`src/hw/uart_cfg_pkg.sv`:
```
`default_nettype none

package uart_cfg_pkg;

    // 8N1 frame
    localparam int unsigned data_bits = 8;

    // short bit period keeps simulation runs quick
    localparam int unsigned default_clks_per_bit = 16;

    typedef enum logic [1:0] {
        tx_idle      = 2'd0,
        tx_start_bit = 2'd1,
        tx_data_bit  = 2'd2,
        tx_stop_bit  = 2'd3
    } tx_state_e;

    typedef enum logic [1:0] {
        rx_idle      = 2'd0,
        rx_start_bit = 2'd1,
        rx_data_bit  = 2'd2,
        rx_stop_bit  = 2'd3
    } rx_state_e;

endpackage

`default_nettype wire
```
`src/hw/uart_bus_pkg.sv`:
```
`default_nettype none

package uart_bus_pkg;

    typedef logic [1:0]  wb_addr_t;  // word address
    typedef logic [31:0] wb_data_t;
    typedef logic [3:0]  wb_sel_t;

    // register map, 2 and 3 read as zero
    typedef enum logic [1:0] {
        reg_data   = 2'd0,
        reg_status = 2'd1
    } reg_addr_e;

    typedef logic [uart_cfg_pkg::data_bits-1:0] uart_byte_t;

    // low bits of a status read
    typedef struct packed {
        logic frame_error;
        logic rx_overrun;
        logic rx_valid;
        logic tx_busy;
    } uart_status_t;

endpackage

`default_nettype wire

```
`src/hw/uart_chan_if.sv`:
```
`timescale 1ns/1ps
`default_nettype none

interface uart_chan_if;
    import uart_bus_pkg::*;

    // transmit side
    uart_byte_t tx_data;
    logic       tx_start;   // one-cycle pulse, only while tx_busy low
    logic       tx_busy;

    // receive side, no back-pressure
    uart_byte_t rx_data;
    logic       rx_done;    // one-cycle pulse
    logic       rx_error;   // valid with rx_done

    modport regs (
        output tx_data, tx_start,
        input  tx_busy,
        input  rx_data, rx_done, rx_error
    );

    modport tx (
        input  tx_data, tx_start,
        output tx_busy
    );

    modport rx (
        output rx_data, rx_done, rx_error
    );

endinterface

`default_nettype wire

```
`src/hw/uart_top.sv`:
```
`timescale 1ns/1ps
`default_nettype none

module uart_top #(
    parameter int unsigned clks_per_bit = uart_cfg_pkg::default_clks_per_bit
) (
    input  logic                   clock,
    input  logic                   reset,
    input  logic                   wb_cyc,
    input  logic                   wb_stb,
    input  logic                   wb_we,
    input  uart_bus_pkg::wb_addr_t wb_adr,
    input  uart_bus_pkg::wb_data_t wb_dat_w,
    input  uart_bus_pkg::wb_sel_t  wb_sel,
    output uart_bus_pkg::wb_data_t wb_dat_r,
    output logic                   wb_ack,
    input  logic                   rx,
    output logic                   tx
);

    uart_chan_if chan ();

    uart_regs u_regs (
        .clock    (clock),
        .reset    (reset),
        .wb_cyc   (wb_cyc),
        .wb_stb   (wb_stb),
        .wb_we    (wb_we),
        .wb_adr   (wb_adr),
        .wb_dat_w (wb_dat_w),
        .wb_sel   (wb_sel),
        .wb_dat_r (wb_dat_r),
        .wb_ack   (wb_ack),
        .chan     (chan.regs)
    );

    uart_tx #(.clks_per_bit(clks_per_bit)) u_tx (
        .clock (clock),
        .reset (reset),
        .chan  (chan.tx),
        .tx    (tx)
    );

    uart_rx #(.clks_per_bit(clks_per_bit)) u_rx (
        .clock (clock),
        .reset (reset),
        .rx    (rx),
        .chan  (chan.rx)
    );

endmodule

`default_nettype wire

```
`src/hw/uart_regs.sv`:
```
`timescale 1ns/1ps
`default_nettype none

module uart_regs (
    input  logic                   clock,
    input  logic                   reset,
    input  logic                   wb_cyc,
    input  logic                   wb_stb,
    input  logic                   wb_we,
    input  uart_bus_pkg::wb_addr_t wb_adr,
    input  uart_bus_pkg::wb_data_t wb_dat_w,
    input  uart_bus_pkg::wb_sel_t  wb_sel,
    output uart_bus_pkg::wb_data_t wb_dat_r,
    output logic                   wb_ack,
    uart_chan_if.regs              chan
);
    import uart_bus_pkg::*;

    reg_addr_e    addr;
    logic         active;
    logic         is_data, is_status;
    logic         tx_write, tx_stall, tx_load;
    uart_byte_t   rx_byte;
    logic         rx_valid, rx_overrun, frame_error;
    uart_status_t status;

    // ************************************************************************
    // address decode and transfer qualifiers
    // ************************************************************************
    assign addr      = reg_addr_e'(wb_adr);
    assign active    = wb_cyc && wb_stb && !wb_ack;  // one ack per transfer
    assign is_data   = (addr == reg_data);
    assign is_status = (addr == reg_status);

    assign tx_write = active && wb_we && is_data && wb_sel[0];
    assign tx_stall = tx_write && chan.tx_busy;  // back-pressure
    assign tx_load  = tx_write && !chan.tx_busy;

    always_comb begin
        status.frame_error = frame_error;
        status.rx_overrun  = rx_overrun;
        status.rx_valid    = rx_valid;
        status.tx_busy     = chan.tx_busy;
    end

    always_ff @(posedge clock) begin
        if (!reset) begin
            wb_ack        <= 1'b0;
            chan.tx_start <= 1'b0;
            rx_valid      <= 1'b0;
            rx_overrun    <= 1'b0;
            frame_error   <= 1'b0;
        end else begin
            wb_ack        <= active && !tx_stall;
            chan.tx_start <= tx_load;

            // read side effects
            if (active && !wb_we && is_data)
                rx_valid <= 1'b0;
            if (active && !wb_we && is_status) begin
                rx_overrun  <= 1'b0;
                frame_error <= 1'b0;
            end

            // a new frame wins over a clear in the same cycle
            if (chan.rx_done) begin
                if (chan.rx_error) begin
                    frame_error <= 1'b1;
                end else begin
                    rx_valid <= 1'b1;
                    if (rx_valid) rx_overrun <= 1'b1;
                end
            end
        end
    end

    // ************************************************************************
    // payload registers
    // ************************************************************************
    always_ff @(posedge clock) begin
        if (tx_load)
            chan.tx_data <= wb_dat_w[7:0];
        if (chan.rx_done && !chan.rx_error)
            rx_byte <= chan.rx_data;  // always replaces the held byte
        if (active && !wb_we) begin
            case (addr)
                reg_data:   wb_dat_r <= wb_data_t'(rx_byte);
                reg_status: wb_dat_r <= wb_data_t'(status);
                default:    wb_dat_r <= '0;
            endcase
        end
    end

endmodule

`default_nettype wire

```
`src/hw/uart_rx.sv`:
```
`timescale 1ns/1ps
`default_nettype none

module uart_rx #(
    parameter int unsigned clks_per_bit = uart_cfg_pkg::default_clks_per_bit
) (
    input  logic    clock,
    input  logic    reset,
    input  logic    rx,
    uart_chan_if.rx chan
);
    import uart_cfg_pkg::*;
    import uart_bus_pkg::*;

    localparam int unsigned cnt_w = $clog2(clks_per_bit);
    localparam int unsigned bit_w = $clog2(data_bits);

    rx_state_e  state;
    logic       rx_meta, rx_sync, rx_prev;
    logic [cnt_w-1:0] clk_cnt;
    logic [bit_w-1:0] bit_cnt;
    uart_byte_t shift;
    logic       half_bit, full_bit;

    assign half_bit = (clk_cnt == cnt_w'(clks_per_bit / 2 - 1));
    assign full_bit = (clk_cnt == cnt_w'(clks_per_bit - 1));
    assign chan.rx_data = shift;  // stable until the next frame's data bits

    // two-flop synchronizer plus edge history, line idles high
    always_ff @(posedge clock) begin
        if (!reset) begin
            rx_meta <= 1'b1;
            rx_sync <= 1'b1;
            rx_prev <= 1'b1;
        end else begin
            rx_meta <= rx;
            rx_sync <= rx_meta;
            rx_prev <= rx_sync;
        end
    end

    // ************************************************************************
    // receive sequencer, all samples taken at mid-bit
    // ************************************************************************
    always_ff @(posedge clock) begin
        if (!reset) begin
            state         <= rx_idle;
            clk_cnt       <= '0;
            bit_cnt       <= '0;
            chan.rx_done  <= 1'b0;
            chan.rx_error <= 1'b0;
        end else begin
            chan.rx_done <= 1'b0;
            clk_cnt      <= clk_cnt + 1'b1;
            case (state)
                rx_idle: begin
                    clk_cnt <= '0;
                    if (rx_prev && !rx_sync) state <= rx_start_bit;  // falling edge
                end
                rx_start_bit: if (half_bit) begin
                    clk_cnt <= '0;
                    bit_cnt <= '0;
                    // glitch, not a start bit
                    state   <= rx_sync ? rx_idle : rx_data_bit;
                end
                rx_data_bit: if (full_bit) begin
                    clk_cnt <= '0;
                    if (bit_cnt == bit_w'(data_bits - 1))
                        state <= rx_stop_bit;
                    else
                        bit_cnt <= bit_cnt + 1'b1;
                end
                rx_stop_bit: if (full_bit) begin
                    state         <= rx_idle;
                    chan.rx_done  <= 1'b1;
                    chan.rx_error <= !rx_sync;  // stop bit must be high
                end
                default: state <= rx_idle;
            endcase
        end
    end

    // data bits arrive lsb first
    always_ff @(posedge clock) begin
        if (state == rx_data_bit && full_bit)
            shift <= {rx_sync, shift[data_bits-1:1]};
    end

endmodule

`default_nettype wire

```
`src/hw/uart_tx.sv`:
```
`timescale 1ns/1ps
`default_nettype none

module uart_tx #(
    parameter int unsigned clks_per_bit = uart_cfg_pkg::default_clks_per_bit
) (
    input  logic    clock,
    input  logic    reset,
    uart_chan_if.tx chan,
    output logic    tx
);
    import uart_cfg_pkg::*;
    import uart_bus_pkg::*;

    localparam int unsigned cnt_w = $clog2(clks_per_bit);
    localparam int unsigned bit_w = $clog2(data_bits);

    tx_state_e  state;
    logic [cnt_w-1:0] clk_cnt;
    logic [bit_w-1:0] bit_cnt;
    uart_byte_t shift;
    logic       bit_end;

    assign bit_end = (clk_cnt == cnt_w'(clks_per_bit - 1));
    assign chan.tx_busy = (state != tx_idle);

    // ************************************************************************
    // frame sequencer, tx is always a flop output
    // ************************************************************************
    always_ff @(posedge clock) begin
        if (!reset) begin
            state   <= tx_idle;
            clk_cnt <= '0;
            bit_cnt <= '0;
            tx      <= 1'b1;
        end else begin
            clk_cnt <= (state == tx_idle || bit_end) ? '0 : clk_cnt + 1'b1;
            case (state)
                tx_idle: if (chan.tx_start) begin
                    state <= tx_start_bit;
                    tx    <= 1'b0;
                end
                tx_start_bit: if (bit_end) begin
                    state   <= tx_data_bit;
                    bit_cnt <= '0;
                    tx      <= shift[0];   // lsb first
                end
                tx_data_bit: if (bit_end) begin
                    if (bit_cnt == bit_w'(data_bits - 1)) begin
                        state <= tx_stop_bit;
                        tx    <= 1'b1;
                    end else begin
                        bit_cnt <= bit_cnt + 1'b1;
                        tx      <= shift[0];
                    end
                end
                tx_stop_bit: if (bit_end) state <= tx_idle;
                default: state <= tx_idle;
            endcase
        end
    end

    // shift register
    always_ff @(posedge clock) begin
        if (state == tx_idle && chan.tx_start)
            shift <= chan.tx_data;
        else if (bit_end && (state == tx_start_bit || state == tx_data_bit))
            shift <= shift >> 1;
    end

endmodule

`default_nettype wire

```
`config.mk`:
```
export PLATFORM = sky130hd
export DESIGN_NAME = uart_top
export DESIGN_NICKNAME = d
export VERILOG_FILES = /design/src/hw/uart_cfg_pkg.sv /design/src/hw/uart_bus_pkg.sv /design/src/hw/uart_chan_if.sv /design/src/hw/uart_top.sv /design/src/hw/uart_regs.sv /design/src/hw/uart_rx.sv /design/src/hw/uart_tx.sv
export SDC_FILE = /design/constraint.sdc
export NUM_CORES = 1
export LEC_CHECK = 0
export BUFFER_PORTS_ARGS = -buffer_cell sky130_fd_sc_hd__buf_2
export CORE_MARGIN = 3
export CORE_UTILIZATION = 52
export DETAILED_ROUTE_END_ITERATION = 10
export PLACE_DENSITY = 0.79
export SLEW_MARGIN = 40
export SYNTH_ARGS = -nofsm -noshare
export SYNTH_HDL_FRONTEND = slang
export SYNTH_HIERARCHICAL = 1
export SYNTH_SLANG_ARGS = --single-unit
```
`constraint.sdc`:
```
create_clock -name clock -period 2.05 [get_ports clock]
set_input_delay 0.1025 -clock clock [delete_from_list [all_inputs] [get_ports clock]]
set_output_delay 0.1025 -clock clock [all_outputs]
set_load 0.02 [all_outputs]
```
==> qor_table.md <==
| Result | Reported |
|---|---|
| Cell variety after synth | 51 |
| CP Class | register to register |
| CTS tree | built |
| First-pass GRT wire length | 7680 um |
| Syn avg cell area | 12.4 sq um |
| Seq cells post-synth | 69 |
| CP cell instances | inv_1, ha_1, nand2_1, nand2_1 |
| Power per standard cell area | 865 nW/um^2 |
| Port Buffer Count | 26 |
| Max-slew violation count | 0 |
| Dominant register cell in the synthesized netlist | edfxtp_1 |
| Clock power share | 0.407 |
| Sequential fraction of design power | 0.503 |
| Number of flops mapped to enable cells by yosys | 40 |
| # diodes | 0 |
| Worst Tran Pin Value | 0.662 ns |
| Relative area change from synthesis to final layout | 14.1% |
| Fraction of final layout cells sized beyond drive strength 1 | 0.210 |
| Via count of the first global-routing pass | 1753 |
| Rel. slew slack | 0.557 |
| Met1 track demand over resource in global routing | 0.192 |
| Final cell utilization of the core | 0.617 |
| Quantity of gates resized following cts | 0 |
| Post-detail-place hpwl | 3090 um |
| Vias after detailed routing | 1828 |
| Net switching power figure | 0.708 mW |
| # IOs | 78 |
| Detailed-route wire length per cell | 12.8 um |
| Critical Path Slowest Stage Cell | nand2_1 |
| Max FO, Critical Path | 8 |
| Maximum number of pins on one net before global-route repair | 27 |
| Clock insertion delay at the later pin of the skew report | 0.34 ns |
| Total chip power | 2.97 mW |
| Leakage Power | 1.35 nW |
| Maxcap violations | 0 |
| Clock-pin slew of the registers on the worst-case setup and hold paths | 0.08 ns |
| Effective utilization at floorplan | 0.541 |
| Capturing point of the worst reg2reg path | u_tx/shift[1] |
| Die span in y | 82.1 um |
| Die Span X | 82.1 um |
| Start point of the worst min-delay path | wb_we |
| Filler cell count in the final layout | 456 |
| Via density | 5.04 |
| Hold-fix buffer count after cts | 10 |
| H-tree Lvls | 3 |
| Largest clock skew in the final design | 0.00649 ns |
| Final setup vio count | 0 |
| Post-synthesis instance total | 243 |
| Final Wtd Congestion | 0.808 |
| Fraction of power consumed by combinational cells | 0.090 |
| Hold Path Sink | u_regs/wb_ack |
| Largest stage delay on the critical path | 0.35 ns |
| Post-route clock period utilization | 0.843 |
| GRT Util Overall | 0.156 |
| Final wirelength | 4660 um |
| Setup tns final | 0 ns |
| Share of synthesized registers carrying an async set or reset | 0 |
| R2R depth | 4 |
| Master cell of the clock root buffer | clkbuf_8 |
| Total number of yosys warnings | 6 |
| Worst voltage drop across the vdd grid | 0.551 mV |
| Global routing's busiest layer | met2 |
| Die area | 6750 sq um |
| Number of endpoints with negative hold slack in the final report | 0 |
| Crit path max-delay family | simple AND/OR/NAND/NOR gates |
| Worst Hold Depth | 2 |
| Library cell appearing most often on the critical path | nand2_1 |
| Sequential element share of the synthesized area | 0.591 |
| Post-CTS Repair Setup Buffers | 0 |
| GRT Residual Overflow | 0 |
| Number of detailed-route iterations in the first pass | 4 |
| Net count reported at finish | 341 |
| Critical Path End Type | register |
| DRT antenna net count | 0 |
| Rows | 27 |
| Total CTS buffers | 9 |
| Area of the core region | 5570 sq um |
| Met2 Use GR | 0.244 |
| Number of antenna violations at the first check in global routing | 0 |
| Peak Freq | 0.578 GHz |
| Internal portion of total power | 2.27 mW |
| Critical Path AT | 1.74 ns |
| Buf/Inv on CP | 1 |
| Setup repair after global routing missed its margin | false |
| Min Clock Period, post-route | 1.73 ns |
| Startpoint type of the worst setup path | register |
| Number of DRC markers after the initial detailed-route iteration | 154 |
| Worst-case register-to-register setup slack | 0.32 ns |
| Net switching fraction of the power | 0.238 |
| Path class of the lowest-slack min-delay path | input pin to register |
| CTS max path bufs | 2 |
| Met3 GRT Util | 0.0618 |
| Critical register-to-register path startpoint | u_tx/state[1] |
| Cell area after synthesis | 3010 sq um |
| Endpoint required time on the critical path | 2.06 ns |
| Run status | complete, no violations |
| Number of DRC violations after detailed routing | 0 |
| Number of sinks driven by the clock tree | 69 |
## final cells by class
cell class | instances | area [sq um] | area share
Clock inverter | 7 | 98.8 | 0.0287
Inverter | 6 | 22.5 | 0.00655
Tap cell | 72 | 90.1 | 0.0262
Clock buffer | 9 | 124 | 0.0360
Sequential cell | 69 | 1780 | 0.518
Timing Repair Buffer | 37 | 238 | 0.0691
Multi-Input combinational cell | 163 | 1080 | 0.315
## through the flow
stage          area (sq um)  cells  worst slack [ns]  hold WS, ns
5_1_grt                3440    363             0.221       0.0205
2_1_floorplan          3100    266             0.369        0.176
3_3_place_gp           3120    337             0.378        0.279
3_5_place_dp           3120    337             0.322        0.281
4_1_cts                3440    363             0.309       0.0170
6_report               3440    363             0.321       0.0375
## sequential cells by signal, summed over array words and instances, names as in the netlist, 2 cells and up, named ones only
| name | flops |
|---|---|
| u_regs/wb_dat_r | 8 |
| u_regs/chan.tx_data | 8 |
| u_rx/bit_cnt | 3 |
| u_rx/clk_cnt | 4 |
| u_tx/clk_cnt | 4 |
| u_tx/state | 2 |
| u_rx/chan.rx_data | 8 |
| u_regs/rx_byte | 8 |
| u_tx/bit_cnt | 3 |
| u_tx/shift | 8 |
## layer usage
| metal | vias to the layer above | share of wire |
|---|---|---|
| li1 | 912 | - |
| met1 | 863 | 0.45 |
| met2 | 44 | 0.48 |
| met3 | 9 | 0.054 |
| met4 | 0 | 0.018 |
| met5 | - | 0 |
## cell usage after synthesis (2+ instances only)
cell type | n | area, sq um
buf_4 | 24 | 180
nand2b_1 | 4 | 25.0
buf_2 | 2 | 10.0
nor3_1 | 6 | 30.0
a21oi_1 | 5 | 25.0
nand4b_1 | 2 | 17.5
xnor2_1 | 2 | 17.5
mux2_2 | 7 | 78.8
o21ai_0 | 4 | 20.0
nand2_1 | 16 | 60.1
nand3_1 | 10 | 50.1
inv_1 | 6 | 22.5
nor2b_1 | 2 | 12.5
and3_1 | 4 | 25.0
nor3b_1 | 3 | 22.5
ha_1 | 11 | 138
buf_6 | 2 | 22.5
o21ai_1 | 4 | 20.0
xor2_1 | 2 | 17.5
nor2_1 | 14 | 52.6
and2b_1 | 2 | 15.0
dfxtp_1 | 29 | 581
nand4_1 | 3 | 18.8
mux2i_1 | 7 | 70.1
and2_1 | 6 | 37.5
edfxtp_1 | 40 | 1200
or2_0 | 2 | 12.5
## worst max-delay path by stage
stage,startpoint,to,cells past startpoint
2_1_floorplan,u_tx/state[0],u_regs/chan.tx_data[0],5
4_1_cts,u_tx/state[1],u_tx/shift[2],4
3_5_place_dp,u_tx/state[1],u_tx/shift[3],4
3_3_place_gp,u_tx/state[0],u_tx/shift[4],4
5_1_grt,u_tx/state[0],u_tx/shift[4],4
6_report,u_tx/state[1],u_tx/shift[1],4
## kinds of logic (layout without fill, tap and decap cells)
kind of cell / Yosys count / count (layout) / share of synthesized area
other: 1 / 24 / 0.00124
flip-flops: 69 / 69 / 0.591
multiplexers: 14 / 14 / 0.0494
AND/OR/NAND/NOR: 84 / 84 / 0.160
AO/OA/AOI/OAI: 26 / 26 / 0.0627
XOR/XNOR: 4 / 4 / 0.0116
buffers and inverters: 34 / 59 / 0.0780
adder cells (fa/ha/maj): 11 / 11 / 0.0457
## cells in the final DEF (no fill, tap or decap), types with 2 or more instances in the layout
cell type and n:
nand2_1 16, dfxtp_1 29, bufinv_16 2, edfxtp_1 40, ha_1 11, buf_2 26
xor2_1 2, and2_1 6, o21ai_1 4, clkbuf_8 9, xnor2_1 2, and3_1 4
dlygate4sd3_1 10, nand4_1 3, nand2b_1 4, and2b_1 2, mux2_2 7, nor2_1 14
nand4b_1 2, a21oi_1 5, or2_0 2, nor3_1 6, nor2b_1 2, mux2i_1 7
nand3_1 10, inv_1 6, clkinvlp_4 4, conb_1 24, nor3b_1 3, o21ai_0 4
## worst register-to-register path, delay by kind of cell (launching register included)
| kind | cells | cell delay [ns] |
|---|---|---|
| DFF | 1 | 0.34 |
| and+or+nand+nor | 2 | 0.62 |
| buffers and inverters | 1 | 0.12 |
| adders and majority gates | 1 | 0.31 |
## power groups by stage
| stage | registers, mW | logic, mW | clock network, mW |
|---|---|---|---|
| after global routing | 1.50 | 0.292 | 1.31 |
| after CTS | 1.50 | 0.264 | 1.26 |
| after floorplan | 1.54 | 0.213 | 0 |
| after global placement | 1.53 | 0.240 | 0 |
| final | 1.50 | 0.267 | 1.21 |
| after detailed placement | 1.53 | 0.247 | 0 |
Note: power is estimated with default switching activity, not from simulation.
